<file path="src/rtl/delay_line.sv">
`timescale 1ns/1ns
`default_nettype none

module delay_line #(
    parameter int WIDTH = 64,
    parameter int DEPTH = 57
) (
    input  wire             clk,
    input  wire             rst,
    input  wire [WIDTH-1:0] in_data,
    input  wire             in_valid,
    output logic [WIDTH-1:0] out_data,
    output logic            out_valid
);

    logic [WIDTH-1:0] data_q [DEPTH];
    logic [DEPTH-1:0] valid_q;

    always_ff @(posedge clk) begin
        data_q[0] <= in_data;
        for (int i = 1; i < DEPTH; i++) begin
            data_q[i] <= data_q[i-1];
        end
    end

    always_ff @(posedge clk) begin
        if (rst) begin
            valid_q <= '0;
        end else begin
            valid_q[0] <= in_valid;
            for (int i = 1; i < DEPTH; i++) begin
                valid_q[i] <= valid_q[i-1];
            end
        end
    end

    assign out_data  = data_q[DEPTH-1];
    assign out_valid = valid_q[DEPTH-1];

endmodule

`default_nettype wire

</file>
<file path="config.mk">
export PLATFORM = sky130hd
export DESIGN_NAME = delay_line
export DESIGN_NICKNAME = d
export VERILOG_FILES = /design/src/rtl/delay_line.sv
export SDC_FILE = /design/constraint.sdc
export NUM_CORES = 2
export LEC_CHECK = 0
export ABC_AREA = 1
export BUFFER_PORTS_ARGS = -buffer_cell sky130_fd_sc_hd__buf_2
export CAP_MARGIN = 0
export CORE_UTILIZATION = 45
export CTS_BUF_LIST = sky130_fd_sc_hd__clkbuf_8
export CTS_CLUSTER_SIZE = 16
export DETAILED_ROUTE_END_ITERATION = 8
export SYNTH_ARGS = -nofsm -noshare
export SYNTH_HDL_FRONTEND = slang
export SYNTH_SLANG_ARGS = --single-unit
</file>
<file path="constraint.sdc">
create_clock -name clk -period 2.08 [get_ports clk]
set_clock_uncertainty 0.2 [all_clocks]
set_input_delay 0.208 -clock clk [delete_from_list [all_inputs] [get_ports clk]]
set_output_delay 0.208 -clock clk [all_outputs]
set_load 0.01 [all_outputs]
</file>
==> results.sh <==
export IMPL_status="finished, violations left"
export IMPL_violations="DRC"
export IMPL_p_leak_nw=38.6
export IMPL_synth_top_area_frac=0.987
export IMPL_synth_top_family_by_area="buffers and inverters"
export IMPL_synth_compound_area_frac=0
export IMPL_critPathTopFamily="flip-flops"
export IMPL_rsz0062_at_grt="false"
export IMPL_synthAdderAreaFrac=0
export IMPL_place_area_sq_um=78000
export IMPL_yosys_mux_area_fraction=0
export IMPL_grtUsageTotal=0.0703
export IMPL_cts_buffer_depth=4
export IMPL_synth_cells=3889
export IMPL_wl_per_cell_um=8.25
export IMPL_grt_pass1_wl_um=98500
export IMPL_yosys_area_top_type="dfxtp_1"
export IMPL_final_cell_mix="dfxtp_1, clkbuf_8, inv_1"
export IMPL_dr_total_vias=25100
export IMPL_grt_overflow_total=0
export IMPL_yosysUniqueCellTypes=6
export IMPL_drive_above_1_share=0.171
export IMPL_ir_drop_mv=0.650
export IMPL_nNetsFinal=4719
export IMPL_boundaryPins=132
export IMPL_drt_pass1_iter_count=8
export IMPL_grt_max_degree=58
export IMPL_worstSetupEndpointType="primary output"
export IMPL_critPathMaxStageDelay_ps=330
export IMPL_core_sq_um=165000
export IMPL_cpMaxStageDelayCell="dfxtp_1"
export IMPL_ys_warn_count=0
export IMPL_post_route_min_period_ps=1840
export IMPL_rows=149
export IMPL_synth_cell_area_sq_um=75100
export IMPL_ys_ff_latch=3705
export IMPL_clock_sinks=3705
export IMPL_cts_setup_buffers=0
export IMPL_critPathKind="register to primary output"
export IMPL_crit_buf_inv=1
export IMPL_fin_setup_tns_ps=0
export IMPL_clk_insertion_delay_late_ps=970
export IMPL_yosysSeqAreaShare=0.987
export IMPL_clk_pin_slew_worst_paths_ps=60
export IMPL_grt_antenna_before_repair=2
export IMPL_p_per_area_nw_per_um2=1430
export IMPL_whs_ps=99.2
export IMPL_grt_pass1_vias=23900
export IMPL_synthSimpleGateAreaFrac=0.00285
export IMPL_synth_xor_area_frac=0
export IMPL_crit_required_ps=1670
export IMPL_drtAntennaViolNets=0
export IMPL_dp_final_hpwl_um=20800
export IMPL_die_w_um=411
export IMPL_cts_buffers=568
export IMPL_dieArea_sq_um=169000
export IMPL_crit_arrival_ps=1430
export IMPL_start_util=0.454
export IMPL_final_hold_viol_count=0
export IMPL_critPathMaxFanout=1
export IMPL_root_buffer="clkbuf_8"
export IMPL_finish_instance_area_sq_um=89900
export IMPL_gp_congestion=0.646
export IMPL_avgViaCountPerCell=3.48
export IMPL_syn_area_per_cell_sq_um=19.3
export IMPL_syn2layout_area_growth_pct=19.6
export IMPL_final_common_cell="dfxtp_1"
export IMPL_synth_area_leaders="dfxtp_1, buf_4, inv_1, nor2_1, buf_6"
export IMPL_slew_headroom=0.413
export IMPL_die_y_um=411
export IMPL_worst_slew_pin_slew_ps=880
export IMPL_cts_tree="built"
export IMPL_fmax_mhz=544
export IMPL_maxCapViolCount=0
export IMPL_finalCritPeriodShare=0.883
export IMPL_portBuffers=131
export IMPL_htreeDepth=6
export IMPL_hold_class="register to register"
export IMPL_postSynthNetCount=3956
export IMPL_drv_slew=0
export IMPL_setup_viol=0
export IMPL_detailedRoute_firstIterationViolations=1117
export IMPL_routed_wirelength_um=59500
export IMPL_crit_path_start_kind="register"
export IMPL_drcViolationCount=32
export IMPL_crit_path_cell_trace="buf_2"
[what timing repair did]
| action | CTS | global route |
|---|---|---|
| hold buffers | 132 | 0 |
| setup endpoints to repair | 0 | 0 |
| gates resized for setup | 0 | 0 |
| endpoints found under the hold margin | 121 | 0 |
[cell families (layout without fill, tap and decap cells)]
group / count (synthesis) / in the layout
buf+inv: 127 / 1248
flops: 3705 / 3705
other cells: 0 / 4
simple gates: 57 / 57
[cells in the mapped netlist]
cell and number:
buf_2 2, buf_6 4, dfxtp_1 3705, nor2_1 57
inv_1 57, buf_4 64
[metal layers]
layer	share of wire	GRT usage	up-vias
met5	0	0	-
met4	0.069	0.0778	0
met3	0.088	0.0399	331
met2	0.42	0.101	733
met1	0.42	0.0672	10600
li1	-	-	13500
[state kept, by name (all words and copies together), names as in the netlist]
signal and count:
valid_q 57, data_q 3648
[report_power, final]
part / total, mW / switching [mW] / internal, mW
Clock: 53.7 / 23.8 / 30.0
Combinational: 0.268 / 0.0633 / 0.205
Sequential: 74.9 / 0.560 / 74.3
[per-stage QoR]
| step | util | power (mW) | cells | setup WS (ps) |
|---|---|---|---|---|
| finish | 0.544 | 129 | 7203 | 243 |
| global route | 0.544 | 135 | 7201 | 70.8 |
| CTS | 0.544 | 132 | 7199 | 65.3 |
| detailed placement | 0.472 | 76.5 | 6139 | 644 |
| global placement | 0.472 | 76.4 | 6139 | 868 |
| floorplan | - | 76.3 | 3889 | 1270 |
[area by class of cell]
| cell class | instances | area [sq um] |
|---|---|---|
| inverter | 57 | 214 |
| sequential | 3705 | 74200 |
| multi-input combinational | 57 | 214 |
| antenna | 4 | 10.0 |
| fill | 12700 | 75500 |
| timing repair buffer | 263 | 1980 |
| tap | 2189 | 2740 |
| clock buffer | 691 | 9510 |
| clock inverter | 237 | 1050 |
[path summary, 6_finish.rpt]
kind | start | endpoint | slack (ps) | depth (start not counted)
worst max-delay path | data_q[1][1592] | out_data[56] | 240 | 1
worst min-delay path | data_q[1][1178] | data_q[1][1242] | 100 | 0
worst max register to register | valid_q[27] | valid_q[28] | 1100 | 2
worst min register to register | data_q[1][1178] | data_q[1][1242] | 100 | 0
Power figures use the tool's default switching activity.
