## src/common/pe_defs.svh

```systemverilog
`ifndef PE_DEFS_SVH
`define PE_DEFS_SVH

// double-precision word and significand
`define PE_DWIDTH 64
`define PE_MANT_W 53

// exponent inside the pipes, one bit more than the IEEE field for headroom
`define PE_EXP_W 12
`define PE_EXP_BIAS 1023

// op code
`define PE_OP_W 2

// input strobe to out1_valid, same for every op
`define PE_LATENCY 57

`endif

```

## src/common/pe_pkg.sv

```systemverilog
`default_nettype none

`include "pe_defs.svh"

package pe_pkg;

    // raw IEEE-754 double
    typedef logic [`PE_DWIDTH-1:0] fp64_t;

    // significand with the hidden one
    typedef logic [`PE_MANT_W-1:0] mant_t;

    // biased or unbiased exponent, signed so under/overflow is visible
    typedef logic signed [`PE_EXP_W-1:0] exp_t;

    typedef enum logic [`PE_OP_W-1:0] {
        OP_PASS_A = 2'd0,   // out1 = inp1
        OP_PASS_B = 2'd1,   // out1 = inp2
        OP_DIV    = 2'd2,   // out1 = inp1 / inp2
        OP_SQRT   = 2'd3    // out1 = sqrt(inp1)
    } pe_op_e;

endpackage

`default_nettype wire

```

## src/pe/pe_result_select.sv

```systemverilog
`timescale 1ns/1ns
`default_nettype none

module pe_result_select
    import pe_pkg::*;
(
    input  wire fp64_t pass_a_data,
    input  wire fp64_t pass_b_data,
    input  wire fp64_t div_data,
    input  wire fp64_t sqrt_data,
    input  wire        pass_a_valid,
    input  wire        pass_b_valid,
    input  wire        div_valid,
    input  wire        sqrt_valid,
    output fp64_t      out1,
    output logic       out1_valid
);

    // all paths share one latency, so at most one strobe is expected
    always_comb begin
        out1_valid = 1'b1;
        out1       = pass_a_data;
        case ({pass_a_valid, pass_b_valid, div_valid, sqrt_valid})
            4'b1000: begin
                out1 = pass_a_data;
            end
            4'b0100: begin
                out1 = pass_b_data;
            end
            4'b0010: begin
                out1 = div_data;
            end
            4'b0001: begin
                out1 = sqrt_data;
            end
            default: begin
                out1_valid = 1'b0;   // idle or collision
            end
        endcase
    end

endmodule

`default_nettype wire

```

## config.mk

```make
export PLATFORM = sky130hd
export DESIGN_NAME = pe_result_select
export DESIGN_NICKNAME = d
export VERILOG_FILES = /design/src/common/pe_pkg.sv /design/src/pe/pe_result_select.sv
export VERILOG_INCLUDE_DIRS = /design/src /design/src/common
export SDC_FILE = /design/constraint.sdc
export NUM_CORES = 1
export LEC_CHECK = 0
export BUFFER_PORTS_ARGS = -buffer_cell sky130_fd_sc_hd__buf_4
export CAP_MARGIN = 20
export CORE_AREA = 4 4 123 125
export DETAILED_ROUTE_END_ITERATION = 12
export DIE_AREA = 0 0 127 129
export GPL_ROUTABILITY_DRIVEN = 0
export SLEW_MARGIN = 20
export SYNTH_ARGS = -nofsm -noshare
export SYNTH_HDL_FRONTEND = slang
export SYNTH_SLANG_ARGS = --single-unit
```

## constraint.sdc

```tcl
create_clock -name vclk -period 1.9
set_clock_uncertainty 0.05 [all_clocks]
set_input_delay 0.19 -clock vclk [all_inputs]
set_output_delay 0.19 -clock vclk [all_outputs]
set_load 0.02 [all_outputs]
```

==> flow_summary.yaml, run 1 <==
logic_synthesis:
  synth_top_area_frac: 0.219
  synth_cells: 272
  synth_nets: 532
  synth_area_um2: 1970
  synthesis.area_per_instance_um2: 7.23
  synth_seq_area_share: 0
  synthTopCellsByCount: "a221o_1, a22o_1, and2_1"
  synth_top_area_cell: "a221o_1"
  ys_types: 24
  yosysWarnings: 0
  yosys-top-cells-area: "a221o_1, a22o_1, and2_1, o221ai_1, a22oi_1"
floorplan:
  start_util: 0.142
  fp.coreArea_um2: 13900
  die_w_um: 127
  die-area_um2: 16400
  fp.dieH_um: 129
  pin_count: 325
  placementRows: 43
routing:
  via_per_inst: 4.87
  drt-initial-drc-count: 125
  vias: 3673
  post_drt_wl_per_cell_um: 19.0
  drt_wl_total_um: 14300
  drc: 0
  firstDrtPassIters: 6
  postRouteAntennaNets: 0
critical_path:
  crit_buf_inv: 4
  critPathTopFamily: "buffers and inverters"
  arrival_ns: 1.59
  critPathMostFrequentCell: "buf_4"
  cp.required_ns: 1.66
  crit_path_max_incr_delay_ns: 0.36
  crit_path_cell_trace: "buf_4 -> buf_4 -> nor2b_4 -> o311a_4 -> buf_4 -> o221ai_1 -> buf_4"
  worstPathMaxFanout: 12
  crit_type: "input pin to primary output"
  slowest_stage: "o311a_4"
  cp-end-kind: "primary output"
  startpoint_type: "input pin"
min_path:
  worstHoldPathCells: 3
  hold_class: "input pin to primary output"
  hold_end: "out1[32]"
  hp-start: "pass_a_data[32]"
final_layout:
  insertedDiodeCount: 0
  multi_input_area_um2: 1770
  area_delta_synth_final_pct: 138
  regArea_um2: 0
  clock_buffers: 0
  layout-drive-gt1-share: 0.622
  layout.cells.non_filler: 754
  seq_cell_count: 0
  nFillCells: 1459
  finalNetCount: 836
pwr:
  ir_drop_mv: 0.108
  power.density_nw_per_um2: 270
  p_leak_nw: 2.37
  power_mw: 1.27
timing:
  timing.final.crit_share: 0.965
  fmax_mhz: 546
  worst_pin_slew_ns: 0.590
  setup-violations-final: 0
  max_slew_margin: 0.606
  slew_violations: 0
  final_hold_viol_count: 0
  min_period_ns: 1.83
  finalSetupTns_ns: 0
flow_run:
  maxCapViolations: 0
global_route:
  overflow: 0
  antenna_found_initial: 2
  grt_first_pass_wirelength_um: 20800
  grt_util_all_layers: 0.156
  grt_max_degree: 44
  grt_pass1_vias: 3924
place:
  io_buffers: 325
  dp.cells: 754
  dp_hpwl_um: 12000
clocking:
  cts_setup_buffers: 0
  postCtsHoldBufs: 0
run_status:
  status: "finished clean"
## cell usage in the layout, fill, tap and decap left out
cell / synthesis / routed
buf_4: 1 / 336
a22o_1: 43 / 43
and2_1: 43 / 43
a221o_1: 43 / 43
inv_1: 22 / 22
a22oi_1: 21 / 21
nand3_1: 21 / 21
o221ai_1: 21 / 18
nor2b_4: 1 / 6
o221ai_2: 0 / 3
buf_12: 0 / 3
nor4b_2: 1 / 2
o21ai_0: 2 / 2
buf_6: 7 / 2
o21ai_4: 0 / 1
o311ai_4: 1 / 1
nor2_4: 0 / 1
o311a_4: 0 / 1
or2_2: 1 / 1
nor2_1: 2 / 1
xor2_1: 1 / 1
nand2_1: 1 / 1
o21ai_1: 2 / 1
## routing by layer
layer  wire length, um  vias to the layer above  GRT usage  share of wire
met2              7410                      225      0.296           0.52
met4               277                        4     0.0397          0.019
li1                  -                     1719          -              -
met3              1650                       20     0.0519           0.12
met5                22                        -          0         0.0015
met1              4940                     1705      0.167           0.35
## stage by stage
step / setup WS (ns) / hold WS [ns] / utilization / cell area, um2
5_1_grt: -0.00193 / 0.671 / 0.337 / 4680
3_3_place_gp: -0.0715 / 0.660 / 0.332 / 4610
3_5_place_dp: -0.139 / 0.657 / 0.332 / 4610
6_report: 0.0672 / 0.659 / 0.337 / 4680
2_1_floorplan: 0.213 / 0.549 / - / 1970
4_1_cts: 0.00831 / 0.659 / 0.335 / 4640
## timing repair
item                                   4_1_cts  5_1_grt
setup endpoints to repair                   60       43
endpoints found under the hold margin        0        0
resized for setup                            6        6
pin swaps                                    0        0
## area by class of cell
class,instances,share of cell area
Multi-Input combinational cell,211,0.378
Timing Repair Buffer,341,0.557
Tap cell,180,0.0481
Inverter,22,0.0176
## power breakdown
part	internal, mW	switching, mW	total [mW]	leakage [nW]
combinational	0.713	0.552	1.27	2.37
clock	0	0	0	0
sequential	0	0	0	0
## logic make-up after synthesis
| group | Yosys count | share of synthesized area |
|---|---|---|
| compound gates | 134 | 0.613 |
| xor+xnor | 1 | 0.00445 |
| simple gates | 76 | 0.234 |
| buf+inv | 61 | 0.149 |
## how the worst max path moves through the flow
stage            startpoint       end  slack (ns)  cells after the start
6_report         sqrt_valid  out1[63]        0.07                      7
5_1_grt          sqrt_valid  out1[63]      -0.002                      7
4_1_cts          sqrt_valid   out1[4]       0.008                      7
3_5_place_dp     sqrt_valid   out1[4]       -0.14                      7
3_3_place_gp     sqrt_valid  out1[60]       -0.07                      7
2_1_floorplan  pass_b_valid  out1[19]        0.21                      6
Note: power is estimated with default switching activity, not from simulation.
==> inputs of run 2 (changes only) <==
- CELL_PAD_IN_SITES_DETAIL_PLACEMENT: not set -> 0
- CELL_PAD_IN_SITES_GLOBAL_PLACEMENT: not set -> 1
- PLACE_DENSITY_LB_ADDON: not set -> 0.1
==> run 2 against run 1 <==
Effect of this change: clock-buffer cell count unchanged; largest cell class unchanged; sequential share of layout area did not move; first-iteration DRC count is 33% lower; critical endpoint is now out1[50].
==> flow_summary.yaml, run 2 (same netlist as run 1, synthesis figures left out) <==
timing:
  worst_pin_slew_ns: 0.601
  fmax_mhz: 546
  timing.final.crit_share: 0.964
  grt_setup_unrepaired: "yes"
  setup-violations-final: 0
  slew_violations: 0
  min_period_ns: 1.83
  fin_ws_ns: 0.0676
  final_hold_viol_count: 0
  hold_ws_ns: 0.659
  max_slew_margin: 0.599
final_layout:
  area_delta_synth_final_pct: 137
  layout-drive-gt1-share: 0.617
  nFillCells: 1483
  seq_cell_count: 0
  finalNetCount: 837
  insertedDiodeCount: 0
  layout_common_cells: "buf_4, a22o_1, and2_1, a221o_1, inv_1"
  final_common_cell: "buf_4"
  clock_buffers: 0
  regArea_um2: 0
  fin_util: 0.336
global_route:
  grt_util_all_layers: 0.163
  grt_max_degree: 44
  grt_pass1_vias: 3711
  gr-max-usage-layer: "met2"
  groute.layer.met1.usage: 0.162
  antenna_found_initial: 0
  overflow: 0
  grtUsageMet3: 0.0685
  grt_first_pass_wirelength_um: 21400
  use_met2: 0.330
pwr:
  sw_frac_of_total: 0.432
  intPower_uw: 710
  p_comb_frac: 1.000
  power.density_nw_per_um2: 268
  ir_drop_mv: 0.108
  power.clock.fraction: 0
  p_leak_nw: 2.38
  power_mw: 1.25
  p_sw_uw: 540
  p_seq_frac: 0
floorplan:
  die-area_um2: 16400
  fp.coreArea_um2: 13900
  fp.dieH_um: 129
  die_w_um: 127
  pin_count: 325
  start_util: 0.142
  placementRows: 43
critical_path:
  cp-end-kind: "primary output"
  cp.required_ns: 1.66
  worstPathMaxFanout: 43
  crit_type: "input pin to primary output"
  cp-startpoint: "pass_b_valid"
  arrival_ns: 1.59
  startpoint_type: "input pin"
  cp-endpoint: "out1[50]"
routing:
  drc: 0
  drt-initial-drc-count: 84
  post_drt_wl_per_cell_um: 19.9
  firstDrtPassIters: 4
  postRouteAntennaNets: 0
  drt_wl_total_um: 15100
  vias: 3570
  via_per_inst: 4.73
place:
  dp_hpwl_um: 12300
  preCtsSetupSlack_ns: -0.0295
  io_buffers: 325
flow_run:
  maxCapViolations: 0
clocking:
  cts_setup_buffers: 0
  cts-resized-gates: 3
  postCtsHoldBufs: 0
run_status:
  status: "finished clean"
min_path:
  hold_class: "input pin to primary output"
run 2: metrics by stage:
step / setup TNS (ns) / cell area [um2] / instances
after detailed placement: -0.396 / 4640 / 755
after floorplan: 0 / 1970 / 272
final: 0 / 4660 / 755
after global placement: -0.0251 / 4640 / 755
after global routing: -0.0131 / 4660 / 755
after CTS: 0 / 4660 / 755
run 2: metal layers:
metal,part of all wire,vias to the layer above
met5,0,-
met4,0.0060,0
met3,0.12,6
met2,0.54,207
met1,0.34,1638
li1,-,1719
run 2: power by group through the flow:
stage | logic (mW) | clock network [mW] | registers, mW
after floorplan | 0.540 | 0 | 0
after global placement | 1.25 | 0 | 0
after detailed placement | 1.26 | 0 | 0
after CTS | 1.27 | 0 | 0
after global routing | 1.34 | 0 | 0
final | 1.25 | 0 | 0
run 2: area by class of cell:
cell class         count  area, um2  share of cell area
inverters             22       82.6              0.0177
multi-input cells    211       1740               0.373
well taps            180        225              0.0483
repair buffers       342       2620               0.561
run 2: worst min path at each step:
| stage | from | endpoint | slack [ns] | depth (start not counted) |
|---|---|---|---|---|
| floorplan | div_data[19] | out1[19] | 0.55 | 2 |
| global placement | pass_a_data[33] | out1[33] | 0.66 | 3 |
| CTS | pass_a_data[62] | out1[62] | 0.66 | 3 |
| detailed placement | pass_a_data[62] | out1[62] | 0.66 | 3 |
| global route | pass_a_data[55] | out1[55] | 0.67 | 3 |
| finish | pass_a_data[62] | out1[62] | 0.66 | 3 |
run 2: critical path, stage by stage:
cell      delay, ns
buf_4          0.13
buf_4          0.15
o21ai_2        0.17
o311ai_4       0.14
buf_12         0.20
a221o_1        0.40
buf_4          0.17
==> inputs of run 3 (changes only) <==
- RECOVER_POWER: not set -> 100
==> run 3 against run 2 <==
Effect of this change: final cell count unchanged; total power down 4.2%; largest cell class unchanged; highest routed layer unchanged; wire length about the same; global-route usage is the same; first-iteration DRC count rose by 8.3%; largest power group unchanged; via count unchanged; die area unchanged.
==> flow_summary.yaml, run 3 (same netlist as run 1, synthesis figures left out) <==
routing:
  drc: 0
  drt_wl_total_um: 15000
  vias: 3570
  post_drt_wl_per_cell_um: 19.9
  via_per_inst: 4.73
  firstDrtPassIters: 5
  postRouteAntennaNets: 0
  drt-initial-drc-count: 91
critical_path:
  arrival_ns: 1.59
  crit_path_cell_trace: "buf_4 -> buf_4 -> o21ai_2 -> o311ai_4 -> buf_12 -> a221o_1 -> buf_4"
  cp.required_ns: 1.66
  critPathMostFrequentCell: "buf_4"
  slowest_stage: "a221o_1"
  worstPathMaxFanout: 43
  crit_type: "input pin to primary output"
  startpoint_type: "input pin"
  crit_path_max_incr_delay_ns: 0.40
  cp-startpoint: "pass_b_valid"
  cp-end-kind: "primary output"
floorplan:
  start_util: 0.142
  pin_count: 325
  placementRows: 43
  die-area_um2: 16400
  die_w_um: 127
  fp.dieH_um: 129
  fp.coreArea_um2: 13900
final_layout:
  insertedDiodeCount: 0
  final_common_cell: "buf_4"
  layout_common_cells: "buf_4, a22o_1, a221o_1, clkbuf_2, and2_1"
  final_area_um2: 4550
  regArea_um2: 0
  fin_util: 0.328
  area_delta_synth_final_pct: 131
  seq_cell_count: 0
  finalNetCount: 837
  layout-drive-gt1-share: 0.616
  layout.cells.non_filler: 755
  clock_buffers: 0
  nFillCells: 1501
timing:
  max_slew_margin: 0.600
  grt_setup_unrepaired: "yes"
  timing.final.crit_share: 0.962
  fmax_mhz: 547
  setup-violations-final: 0
  finalSetupTns_ns: 0
  min_period_ns: 1.83
  hold_ws_ns: 0.658
  slew_violations: 0
  worst_pin_slew_ns: 0.598
  fin_ws_ns: 0.0724
  final_hold_viol_count: 0
run_status:
  status: "finished clean"
min_path:
  hold_class: "input pin to primary output"
  hp-start: "pass_a_data[62]"
pwr:
  p_leak_nw: 2.33
  power_mw: 1.20
  ir_drop_mv: 0.103
  power.density_nw_per_um2: 263
global_route:
  overflow: 0
  grt_first_pass_wirelength_um: 21400
  grt_max_degree: 44
  grt_pass1_vias: 3711
  antenna_found_initial: 0
  grt_util_all_layers: 0.163
place:
  io_buffers: 325
  preCtsSetupSlack_ns: -0.0295
  dp.cells: 755
  dp_hpwl_um: 12300
  place_area_um2: 4640
flow_run:
  maxCapViolations: 0
clocking:
  cts_setup_buffers: 0
## run 3: cell types whose count changed in the layout (fill, tap and decap cells not counted), sizes merged
cell,change
buf,-34
clkbuf,+34
## run 3: layer usage
layer	wire (um)	track usage	vias up
met3	1830	0.0685	6
li1	-	-	1718
met2	8080	0.330	213
met5	0	0	-
met4	90	0.00757	0
met1	5050	0.162	1633
## run 3: final timing paths
kind / endpoint / cells after the start
worst max-delay path: out1[50] / 7
worst min-delay path: out1[62] / 3
## run 3: worst max-delay path, delay by kind of cell
| kind | cells | cell delay, ns |
|---|---|---|
| compound gates | 3 | 0.71 |
| buf+inv | 4 | 0.65 |
## run 3: timing repair
action / 4_1_cts / 5_1_grt
endpoints found under the setup margin: 24 / 1
hold buffers: 0 / 0
pin swaps: 0 / 0
gates resized for setup: 3 / 1
## run 3: area by class of cell
class / instances / area [um2] / share of cell area
Multi-Input combinational cell: 211 / 1740 / 0.382
Timing Repair Buffer: 342 / 2500 / 0.550
Inverter: 22 / 82.6 / 0.0181
Tap cell: 180 / 225 / 0.0495
## run 3: power breakdown
| part | switching, mW | internal [mW] | leakage, nW |
|---|---|---|---|
| Clock | 0 | 0 | 0 |
| Combinational | 0.537 | 0.660 | 2.33 |
| Sequential | 0 | 0 | 0 |
